--- config.mk ---
export PLATFORM = sky130hd
export DESIGN_NAME = rvPipeline
export DESIGN_NICKNAME = d
export VERILOG_FILES = /design/src/rvPkg.sv /design/src/fetchUnit.sv /design/src/regFile.sv /design/src/decodeUnit.sv /design/src/executeUnit.sv /design/src/haltController.sv /design/src/rvPipeline.sv
export SDC_FILE = /design/constraint.sdc
export NUM_CORES = 2
export LEC_CHECK = 0
export CORE_MARGIN = 2
export CORE_UTILIZATION = 55
export DETAILED_ROUTE_END_ITERATION = 16
export DONT_BUFFER_PORTS = 1
export PLACE_DENSITY_LB_ADDON = 0.05
export SYNTH_ARGS = -nofsm -noshare
export SYNTH_HDL_FRONTEND = slang
export SYNTH_HIERARCHICAL = 1
export SYNTH_SLANG_ARGS = --single-unit
--- constraint.sdc ---
create_clock -name clk -period 7.3 [get_ports clk]
set_input_delay 0.73 -clock clk [delete_from_list [all_inputs] [get_ports clk]]
set_output_delay 0.73 -clock clk [all_outputs]
set_load 0.005 [all_outputs]
--- src/rvPkg.sv ---
/*
 * shared types for the RV32I pipeline: word and register index types,
 * major opcodes, ALU operations, writeback selects, instruction formats
 */
package rvPkg;

    localparam int xlen = 32;

    typedef logic [xlen-1:0] word_t;
    typedef logic [4:0]      regAddr_t;

    // major opcodes handled by the core
    typedef enum logic [6:0] {
        opOp     = 7'b0110011,
        opOpImm  = 7'b0010011,
        opLui    = 7'b0110111,
        opAuipc  = 7'b0010111,
        opBranch = 7'b1100011,
        opJal    = 7'b1101111,
        opSystem = 7'b1110011
    } opcode_t;

    typedef enum logic [3:0] {
        aluAdd,
        aluSub,
        aluSll,
        aluSlt,
        aluSltu,
        aluXor,
        aluSrl,
        aluSra,
        aluOr,
        aluAnd
    } aluOp_t;

    // value written back to rd
    typedef enum logic [1:0] {
        wbAlu = 2'b00,
        wbPc4 = 2'b01,
        wbImm = 2'b10
    } wbSel_t;

    // one instruction word, seen through each encoding format
    typedef union packed {
        struct packed {
            logic [6:0] funct7;
            regAddr_t   rs2;
            regAddr_t   rs1;
            logic [2:0] funct3;
            regAddr_t   rd;
            opcode_t    opcode;
        } rType;
        struct packed {
            logic [11:0] imm12;
            regAddr_t    rs1;
            logic [2:0]  funct3;
            regAddr_t    rd;
            opcode_t     opcode;
        } iType;
        struct packed {
            logic       imm12;
            logic [5:0] imm10to5;
            regAddr_t   rs2;
            regAddr_t   rs1;
            logic [2:0] funct3;
            logic [3:0] imm4to1;
            logic       imm11;
            opcode_t    opcode;
        } bType;
        struct packed {
            logic [19:0] imm31to12;
            regAddr_t    rd;
            opcode_t     opcode;
        } uType;
        struct packed {
            logic       imm20;
            logic [9:0] imm10to1;
            logic       imm11;
            logic [7:0] imm19to12;
            regAddr_t   rd;
            opcode_t    opcode;
        } jType;
    } instrWord_t;

    localparam word_t ecallWord = 32'h0000_0073;

endpackage

--- src/fetchUnit.sv ---
/*
 * program counter with redirect and freeze, fetch/decode register
 */
`timescale 1ns/1ps

module fetchUnit #(
    parameter rvPkg::word_t resetPc = '0
) (
    input  logic              clk,
    input  logic              rst,
    input  logic              freeze,
    input  logic              redirect,
    input  rvPkg::word_t      redirectPc,
    output rvPkg::word_t      imemAddr,
    input  rvPkg::word_t      imemData,
    output logic              fdValid,
    output rvPkg::word_t      fdPc,
    output rvPkg::instrWord_t fdInstr
);
    import rvPkg::*;

    word_t pc;

    // memory answers in the same cycle
    assign imemAddr = pc;

    always_ff @(posedge clk) begin
        if (rst) begin
            pc <= resetPc;
        end else if (redirect) begin
            pc <= redirectPc;
        end else if (!freeze) begin
            pc <= pc + 32'd4;
        end
    end

    // wrong-path or post-halt fetch becomes a bubble
    always_ff @(posedge clk) begin
        if (rst) begin
            fdValid <= 1'b0;
        end else begin
            fdValid <= !(redirect || freeze);
        end
    end

    always_ff @(posedge clk) begin
        fdPc    <= pc;
        fdInstr <= imemData;
    end

endmodule

--- src/regFile.sv ---
/*
 * 32-entry integer register file, x0 fixed at zero, write-through read
 */
`timescale 1ns/1ps

module regFile (
    input  logic            clk,
    input  logic            rst,
    input  rvPkg::regAddr_t rdAddrA,
    input  rvPkg::regAddr_t rdAddrB,
    output rvPkg::word_t    rdDataA,
    output rvPkg::word_t    rdDataB,
    input  logic            wrEn,
    input  rvPkg::regAddr_t wrAddr,
    input  rvPkg::word_t    wrData
);
    import rvPkg::*;

    word_t regs [1:31];

    // same-cycle write wins over the stored value
    function automatic word_t readPort(input regAddr_t addr);
        word_t value;
        if (addr == '0) begin
            value = '0;
        end else if (wrEn && wrAddr == addr) begin
            value = wrData;
        end else begin
            value = regs[addr];
        end
        return value;
    endfunction

    always_ff @(posedge clk) begin
        if (rst) begin
            for (int i = 1; i < 32; i++) begin
                regs[i] <= '0;
            end
        end else if (wrEn && wrAddr != '0) begin
            regs[wrAddr] <= wrData;
        end
    end

    always_comb begin
        rdDataA = readPort(rdAddrA);
        rdDataB = readPort(rdAddrB);
    end

endmodule

--- src/decodeUnit.sv ---
/*
 * instruction decode, immediate generation, halt detection
 * and the decode/execute register
 */
`timescale 1ns/1ps

module decodeUnit (
    input  logic              clk,
    input  logic              rst,
    input  logic              fdValid,
    input  rvPkg::word_t      fdPc,
    input  rvPkg::instrWord_t fdInstr,
    input  logic              redirect,
    input  logic              freeze,
    output rvPkg::regAddr_t   rdAddrA,
    output rvPkg::regAddr_t   rdAddrB,
    input  rvPkg::word_t      rdDataA,
    input  rvPkg::word_t      rdDataB,
    output logic              decHaltReq,
    output logic              deValid,
    output rvPkg::word_t      dePc,
    output rvPkg::regAddr_t   deRs1,
    output rvPkg::regAddr_t   deRs2,
    output rvPkg::word_t      deRs1Data,
    output rvPkg::word_t      deRs2Data,
    output rvPkg::regAddr_t   deRd,
    output logic              deRegWrEn,
    output rvPkg::aluOp_t     deAluOp,
    output logic              deOpASel,
    output logic              deOpBSel,
    output rvPkg::word_t      deImm,
    output rvPkg::wbSel_t     deWbSel,
    output logic              deBranch,
    output logic              deJump,
    output logic [2:0]        deFunct3,
    output logic              deHalt
);
    import rvPkg::*;

    logic [2:0] f3;
    logic [6:0] f7;
    word_t      immI, immB, immU, immJ, imm;
    aluOp_t     aluOp;
    wbSel_t     wbSel;
    logic       opASel, opBSel, regWrEn, branch, jump;
    logic       unsupported, isHalt;

    // funct3 bit pattern to ALU operation, alt picks sub/sra
    function automatic aluOp_t aluSelect(input logic [2:0] funct3, input logic alt);
        aluOp_t op;
        case (funct3)
            3'b000:  op = alt ? aluSub : aluAdd;
            3'b001:  op = aluSll;
            3'b010:  op = aluSlt;
            3'b011:  op = aluSltu;
            3'b100:  op = aluXor;
            3'b101:  op = alt ? aluSra : aluSrl;
            3'b110:  op = aluOr;
            default: op = aluAnd;
        endcase
        return op;
    endfunction

    assign f3 = fdInstr.rType.funct3;
    assign f7 = fdInstr.rType.funct7;
    assign rdAddrA = fdInstr.rType.rs1;
    assign rdAddrB = fdInstr.rType.rs2;

    // sign-extended immediates per format
    assign immI = {{20{fdInstr.iType.imm12[11]}}, fdInstr.iType.imm12};
    assign immB = {{19{fdInstr.bType.imm12}}, fdInstr.bType.imm12, fdInstr.bType.imm11,
                   fdInstr.bType.imm10to5, fdInstr.bType.imm4to1, 1'b0};
    assign immU = {fdInstr.uType.imm31to12, 12'b0};
    assign immJ = {{11{fdInstr.jType.imm20}}, fdInstr.jType.imm20, fdInstr.jType.imm19to12,
                   fdInstr.jType.imm11, fdInstr.jType.imm10to1, 1'b0};

    always_comb begin
        aluOp       = aluAdd;
        wbSel       = wbAlu;
        opASel      = 1'b0;
        opBSel      = 1'b0;
        regWrEn     = 1'b0;
        branch      = 1'b0;
        jump        = 1'b0;
        unsupported = 1'b0;
        imm         = immI;
        case (fdInstr.rType.opcode)
            opOp: begin
                regWrEn = 1'b1;
                aluOp   = aluSelect(f3, f7[5]);
                if (f7 != 7'b0 && !(f7 == 7'b0100000 && (f3 == 3'b000 || f3 == 3'b101))) begin
                    unsupported = 1'b1;
                end
            end
            opOpImm: begin
                regWrEn = 1'b1;
                opBSel  = 1'b1;
                aluOp   = aluSelect(f3, f3 == 3'b101 && f7[5]);
                // shift-immediate forms carry funct7 in the upper imm bits
                if (f3 == 3'b001 && f7 != 7'b0) begin
                    unsupported = 1'b1;
                end
                if (f3 == 3'b101 && f7 != 7'b0 && f7 != 7'b0100000) begin
                    unsupported = 1'b1;
                end
            end
            opLui: begin
                regWrEn = 1'b1;
                wbSel   = wbImm;
                imm     = immU;
            end
            opAuipc: begin
                regWrEn = 1'b1;
                opASel  = 1'b1;
                opBSel  = 1'b1;
                imm     = immU;
            end
            opBranch: begin
                branch      = 1'b1;
                imm         = immB;
                unsupported = (f3[2:1] == 2'b01);
            end
            opJal: begin
                jump    = 1'b1;
                regWrEn = 1'b1;
                wbSel   = wbPc4;
                imm     = immJ;
            end
            opSystem: begin
                // only ecall is known here
                unsupported = (fdInstr != ecallWord);
            end
            default: unsupported = 1'b1;
        endcase
    end

    assign isHalt     = unsupported || (fdInstr == ecallWord);
    assign decHaltReq = fdValid && isHalt;

    always_ff @(posedge clk) begin
        if (rst) begin
            deValid <= 1'b0;
        end else begin
            deValid <= fdValid && !redirect && !freeze;
        end
    end

    always_ff @(posedge clk) begin
        dePc      <= fdPc;
        deRs1     <= rdAddrA;
        deRs2     <= rdAddrB;
        deRs1Data <= rdDataA;
        deRs2Data <= rdDataB;
        deRd      <= fdInstr.rType.rd;
        deRegWrEn <= regWrEn && !isHalt;
        deAluOp   <= aluOp;
        deOpASel  <= opASel;
        deOpBSel  <= opBSel;
        deImm     <= imm;
        deWbSel   <= wbSel;
        deBranch  <= branch && !isHalt;
        deJump    <= jump;
        deFunct3  <= f3;
        deHalt    <= isHalt;
    end

endmodule

--- src/executeUnit.sv ---
/*
 * operand forwarding, ALU, branch compare, target alignment check
 * and the execute/writeback register
 */
`timescale 1ns/1ps

module executeUnit (
    input  logic            clk,
    input  logic            rst,
    input  logic            deValid,
    input  rvPkg::word_t    dePc,
    input  rvPkg::regAddr_t deRs1,
    input  rvPkg::regAddr_t deRs2,
    input  rvPkg::word_t    deRs1Data,
    input  rvPkg::word_t    deRs2Data,
    input  rvPkg::regAddr_t deRd,
    input  logic            deRegWrEn,
    input  rvPkg::aluOp_t   deAluOp,
    input  logic            deOpASel,
    input  logic            deOpBSel,
    input  rvPkg::word_t    deImm,
    input  rvPkg::wbSel_t   deWbSel,
    input  logic            deBranch,
    input  logic            deJump,
    input  logic [2:0]      deFunct3,
    input  logic            deHalt,
    output logic            redirect,
    output rvPkg::word_t    redirectPc,
    output logic            exHaltReq,
    output logic            wbValid,
    output rvPkg::regAddr_t wbRd,
    output rvPkg::word_t    wbData,
    output logic            wbHalt
);
    import rvPkg::*;

    logic  live, branchCond, taken, misaligned;
    word_t fwdA, fwdB, opA, opB;
    word_t aluResult, target, pcPlus4, result;

    // anything behind a halting instruction is dropped
    assign live = deValid && !wbHalt;

    // previous instruction's result lives in the writeback register
    assign fwdA = (wbValid && wbRd != '0 && wbRd == deRs1) ? wbData : deRs1Data;
    assign fwdB = (wbValid && wbRd != '0 && wbRd == deRs2) ? wbData : deRs2Data;

    assign opA = deOpASel ? dePc : fwdA;
    assign opB = deOpBSel ? deImm : fwdB;

    always_comb begin
        case (deAluOp)
            aluAdd:  aluResult = opA + opB;
            aluSub:  aluResult = opA - opB;
            aluSll:  aluResult = opA << opB[4:0];
            aluSlt:  aluResult = word_t'($signed(opA) < $signed(opB));
            aluSltu: aluResult = word_t'(opA < opB);
            aluXor:  aluResult = opA ^ opB;
            aluSrl:  aluResult = opA >> opB[4:0];
            aluSra:  aluResult = $signed(opA) >>> opB[4:0];
            aluOr:   aluResult = opA | opB;
            aluAnd:  aluResult = opA & opB;
            default: aluResult = '0;
        endcase
    end

    // branch condition under funct3
    always_comb begin
        case (deFunct3)
            3'b000:  branchCond = (fwdA == fwdB);
            3'b001:  branchCond = (fwdA != fwdB);
            3'b100:  branchCond = ($signed(fwdA) < $signed(fwdB));
            3'b101:  branchCond = ($signed(fwdA) >= $signed(fwdB));
            3'b110:  branchCond = (fwdA < fwdB);
            3'b111:  branchCond = (fwdA >= fwdB);
            default: branchCond = 1'b0;
        endcase
    end

    assign target     = dePc + deImm;
    assign pcPlus4    = dePc + 32'd4;
    assign taken      = live && (deJump || (deBranch && branchCond));
    assign misaligned = (target[1:0] != 2'b00);

    // misaligned target halts instead of redirecting
    assign redirect   = taken && !misaligned;
    assign redirectPc = target;
    assign exHaltReq  = taken && misaligned;

    always_comb begin
        case (deWbSel)
            wbPc4:   result = pcPlus4;
            wbImm:   result = deImm;
            default: result = aluResult;
        endcase
    end

    always_ff @(posedge clk) begin
        if (rst) begin
            wbValid <= 1'b0;
            wbHalt  <= 1'b0;
        end else begin
            wbValid <= live && deRegWrEn && !exHaltReq;
            wbHalt  <= live && (deHalt || exHaltReq);
        end
    end

    always_ff @(posedge clk) begin
        wbRd   <= deRd;
        wbData <= result;
    end

endmodule

--- src/haltController.sv ---
/*
 * run/drain/halted FSM driving fetch freeze and the halt output
 */
`timescale 1ns/1ps

module haltController (
    input  logic clk,
    input  logic rst,
    input  logic decHaltReq,
    input  logic exHaltReq,
    input  logic redirect,
    input  logic wbHalt,
    output logic freeze,
    output logic halt
);

    typedef enum logic [1:0] {
        stateRunning,
        stateDraining,
        stateHalted
    } haltState_t;

    haltState_t state, nextState;

    always_comb begin
        nextState = state;
        case (state)
            stateRunning: begin
                // a decode request on the wrong path is ignored
                if (wbHalt) begin
                    nextState = stateHalted;
                end else if ((decHaltReq && !redirect) || exHaltReq) begin
                    nextState = stateDraining;
                end
            end
            stateDraining: begin
                if (wbHalt) begin
                    nextState = stateHalted;
                end
            end
            default: nextState = stateHalted;
        endcase
    end

    always_ff @(posedge clk) begin
        if (rst) begin
            state <= stateRunning;
        end else begin
            state <= nextState;
        end
    end

    assign freeze = (state != stateRunning);
    assign halt   = (state == stateHalted);

endmodule

--- src/rvPipeline.sv ---
/*
 * four-stage RV32I pipeline top with instruction memory and commit ports
 */
`timescale 1ns/1ps

module rvPipeline #(
    parameter rvPkg::word_t resetPc = '0
) (
    input  logic            clk,
    input  logic            rst,
    output rvPkg::word_t    imemAddr,
    input  rvPkg::word_t    imemData,
    output logic            commitValid,
    output rvPkg::regAddr_t commitRd,
    output rvPkg::word_t    commitData,
    output logic            halt
);
    import rvPkg::*;

    logic       fdValid, deValid, deRegWrEn, deOpASel, deOpBSel;
    logic       deBranch, deJump, deHalt, decHaltReq, exHaltReq;
    logic       redirect, freeze, wbValid, wbHalt;
    logic [2:0] deFunct3;
    word_t      fdPc, dePc, deImm, deRs1Data, deRs2Data, rdDataA, rdDataB;
    word_t      redirectPc, wbData;
    regAddr_t   rdAddrA, rdAddrB, deRs1, deRs2, deRd, wbRd;
    instrWord_t fdInstr;
    aluOp_t     deAluOp;
    wbSel_t     deWbSel;

    fetchUnit #(.resetPc(resetPc)) i_fetchUnit (
        .clk(clk), .rst(rst), .freeze(freeze), .redirect(redirect),
        .redirectPc(redirectPc), .imemAddr(imemAddr), .imemData(imemData),
        .fdValid(fdValid), .fdPc(fdPc), .fdInstr(fdInstr)
    );

    regFile i_regFile (
        .clk(clk), .rst(rst), .rdAddrA(rdAddrA), .rdAddrB(rdAddrB),
        .rdDataA(rdDataA), .rdDataB(rdDataB),
        .wrEn(wbValid), .wrAddr(wbRd), .wrData(wbData)
    );

    decodeUnit i_decodeUnit (
        .clk(clk), .rst(rst), .fdValid(fdValid), .fdPc(fdPc), .fdInstr(fdInstr),
        .redirect(redirect), .freeze(freeze), .rdAddrA(rdAddrA), .rdAddrB(rdAddrB),
        .rdDataA(rdDataA), .rdDataB(rdDataB), .decHaltReq(decHaltReq),
        .deValid(deValid), .dePc(dePc), .deRs1(deRs1), .deRs2(deRs2),
        .deRs1Data(deRs1Data), .deRs2Data(deRs2Data), .deRd(deRd),
        .deRegWrEn(deRegWrEn), .deAluOp(deAluOp), .deOpASel(deOpASel),
        .deOpBSel(deOpBSel), .deImm(deImm), .deWbSel(deWbSel), .deBranch(deBranch),
        .deJump(deJump), .deFunct3(deFunct3), .deHalt(deHalt)
    );

    executeUnit i_executeUnit (
        .clk(clk), .rst(rst), .deValid(deValid), .dePc(dePc), .deRs1(deRs1),
        .deRs2(deRs2), .deRs1Data(deRs1Data), .deRs2Data(deRs2Data), .deRd(deRd),
        .deRegWrEn(deRegWrEn), .deAluOp(deAluOp), .deOpASel(deOpASel),
        .deOpBSel(deOpBSel), .deImm(deImm), .deWbSel(deWbSel), .deBranch(deBranch),
        .deJump(deJump), .deFunct3(deFunct3), .deHalt(deHalt),
        .redirect(redirect), .redirectPc(redirectPc), .exHaltReq(exHaltReq),
        .wbValid(wbValid), .wbRd(wbRd), .wbData(wbData), .wbHalt(wbHalt)
    );

    haltController i_haltController (
        .clk(clk), .rst(rst), .decHaltReq(decHaltReq), .exHaltReq(exHaltReq),
        .redirect(redirect), .wbHalt(wbHalt), .freeze(freeze), .halt(halt)
    );

    // writes to x0 retire silently
    assign commitValid = wbValid && (wbRd != '0);
    assign commitRd    = wbRd;
    assign commitData  = wbData;

endmodule

==> metrics.yaml <==
synth_cells: 6561
ant_nets: 0
crit_type: "register to register"
dr.pass1.iters: 6
initial_core_util: 0.5533
die_h_um: 378.4
finalSetupViolCount: 0
vias_per_cell: 7.171
p_leak_nw: 31.40
grt.total_usage: 0.4516
ys_warn_count: 6
ios: 105
cp.arrival_ns: 7.53
ys_seq_area_frac: 0.4759
holdWs_ns: 0.03807
mostFrequentLayoutCells: "1024 x edfxtp_1, 1002 x and2_1, 469 x mux2i_1"
drt-total-wl_um: 326800
dieArea_um2: 143200
vias: 60390
fin_tns_setup_ns: 0
placed_area_um2: 78970
syn-cell-area_um2: 77110
drc: 0
synth.distinct_cells: 115
fillers: 11010
rows: 137
synth_edf_count: 1024
worst_pin_slew_ns: 1.400
fin_nets: 6603
fmax_mhz: 145.5
hold_path.class: "input port to register"
ys_seq_elements: 1321
synth_top_area_frac: 0.3988
ys.flop_type: "edfxtp_1"
p_total_mw: 21.40
finalInstanceArea_um2: 84160
path_max_fanout: 26
layout_min_cycle_time_ns: 6.871
numCtsBuffers: 144
yosysTopAreaCell: "edfxtp_1"
synthTopCellsByArea: "edfxtp_1 40%, mux4_2 11%, and2_1 8.1%, dfxtp_1 7.7%, mux2i_1 6.1%"
fp.dieW_um: 378.4
cap_violations: 0
grt_pass1_vias: 57900
core_area_um2: 139400
avgSynthCellArea_um2: 11.75
maxSlewHeadroom: 0.06305
grt_max_degree: 90
grt_pass1_wl_um: 449500
gp_congestion: 1.012
hold_violations: 0
syn2layout_area_growth_pct: 9.142
post-route-period-util: 0.9412
cts_max_level: 4
io_buffers: 0
final_layout_size_suffix_gt1_frac: 0.1554
antenna_found_initial: 32
ctsHoldBuffers: 34
vdd_drop_max_mv: 0.2394
fin_skew_ns: 0.08424
ctsResizeCount: 0
path_clk_slew_ns: 0.06
cp-end-kind: "register"
startpoint_type: "register"
dp_hpwl_um: 208700
final_common_cell: "edfxtp_1"
wl_per_cell_um: 38.80
clock-sinks: 1321
insertion_delay_ns: 0.81
power.density_nw_per_um2: 254.2
drtIter0Drc: 9983
post_cts_buffers: 0
maxSlewViolCount: 0
synth-async-reset-ratio: 0
cts_tree: "built"
cp.required_ns: 7.96
ctsRootBufferMaster: "clkbuf_16"
status: "finished, final reports clean"
gr-total-overflow: 0
rsz0062_at_grt: "no"
clock_path_buffers: 3
## routing by layer
metal  vias to the layer above  share of wire  track usage
met5                         -        0.00062     0.008576
met4                         8          0.082       0.3125
met3                      1199           0.13       0.1374
met2                      5007           0.44       0.6823
met1                     29790           0.34       0.5544
li1                      24380              -            -
## path summary, 6_finish.rpt
kind | start | end | slack (ns) | depth (start not counted)
max | i_executeUnit/wbRd[1]$_DFF_P_ | i_fetchUnit/imemAddr[31]$_SDFFE_PP0N_ | 0.43 | 22
min | rst | i_fetchUnit/imemAddr[24]$_SDFFE_PP0N_ | 0.04 | 1
max reg2reg | i_executeUnit/wbRd[1]$_DFF_P_ | i_fetchUnit/imemAddr[31]$_SDFFE_PP0N_ | 0.43 | 22
min reg2reg | i_fetchUnit/fdPc[29]$_DFF_P_ | i_decodeUnit/dePc[29]$_DFF_P_ | 0.33 | 0
## power breakdown
part,total (mW),internal [mW],leakage (nW),switching (mW)
sequential,8.97,8.52,13.0,0.453
clock,7.39,4.15,2.34,3.24
combinational,5.04,1.46,16.0,3.58
total,21.4,14.1,31.4,7.27
## Yosys cell counts (17+ instances only)
cell / n
ha_1: 164
o31ai_1: 26
o21bai_1: 21
and2_1: 1003
nand2_1: 309
nor2b_1: 40
o211ai_1: 30
nor2_1: 332
buf_2: 76
o21a_1: 21
a22oi_1: 143
or2_2: 37
nor4_1: 18
inv_2: 17
mux4_2: 377
edfxtp_1: 1024
nand2b_1: 24
or3_1: 20
dfxtp_1: 297
a211oi_1: 72
mux2i_1: 469
inv_1: 137
xnor2_1: 94
xor2_1: 27
a31oi_1: 32
clkbuf_1: 387
buf_4: 49
nand3_1: 73
and3_1: 29
a21oi_1: 259
a32o_1: 32
buf_1: 38
buf_6: 33
a21o_1: 39
nand4_1: 48
a221o_1: 18
o221ai_1: 46
o22ai_1: 60
nor3_1: 62
mux2_2: 22
a221oi_1: 50
o21ai_1: 58
o21ai_0: 157
## critical path, cell delays in order, from the launching register on
cell	delay, ns
dfxtp_1	0.35
or4_4	0.58
o211a_1	0.23
buf_4	0.23
nand2_1	0.63
o21ai_0	0.24
ha_1	0.33
a21oi_1	0.14
nor2b_1	0.06
o21ai_0	0.21
nand2_1	0.08
a221oi_1	0.45
inv_1	0.09
o311a_1	0.36
nor4_1	0.74
mux2i_1	0.24
nand3b_1	0.26
nor4bb_4	0.42
buf_4	0.31
nor3_1	0.14
nand2_1	0.11
a21oi_1	0.04
or3b_2	0.47
## flip-flops by register name, summed over array words and instances, names as in the netlist, 2 cells and up
signal	flops
i_decodeUnit/deRs1Data	32
i_decodeUnit/deImm	32
i_decodeUnit/deRs2Data	32
i_decodeUnit/deRs1	5
i_fetchUnit/fdInstr	32
i_decodeUnit/deWbSel	2
i_fetchUnit/fdPc	32
i_executeUnit/wbData	32
i_decodeUnit/deRd	5
i_decodeUnit/deAluOp	4
i_executeUnit/wbRd	5
i_decodeUnit/deFunct3	3
i_decodeUnit/deRs2	5
i_fetchUnit/imemAddr	32
i_regFile/regs	1024
i_decodeUnit/dePc	32
i_haltController/state	2
## per-stage QoR
step | worst slack [ns] | std cells | util
detailed placement | 0.6736 | 8098 | 0.5667
floorplan | 1.356 | 6592 | -
global placement | 0.7850 | 8098 | 0.5667
global route | 0.06014 | 8404 | 0.6036
finish | 0.4294 | 8421 | 0.6039
CTS | 0.6189 | 8399 | 0.6035
## cell type report
type / instances / area, µm² / share of cell area
well taps: 1876 / 2347 / 0.02789
diodes: 22 / 55.05 / 0.0006542
inverters: 159 / 596.8 / 0.007092
repair buffers: 248 / 2022 / 0.02403
multi-input cells: 4528 / 37610 / 0.4470
clock inverters: 74 / 805.8 / 0.009575
clock buffers: 193 / 3984 / 0.04734
flip-flops and latches: 1321 / 36730 / 0.4365
## logic make-up (layout without fill, tap and decap cells)
group / Yosys count / count (layout) / share of synthesized area
xor+xnor: 121 / 121 / 0.01374
fa+ha+maj: 167 / 167 / 0.02739
flops: 1321 / 1321 / 0.4759
simple gates: 2086 / 2086 / 0.1489
mux: 873 / 873 / 0.1752
compound gates: 1249 / 1249 / 0.1158
buf+inv: 743 / 674 / 0.04302
other cells: 1 / 54 / 0.00004863
Note: power is estimated with default switching activity, not from simulation.
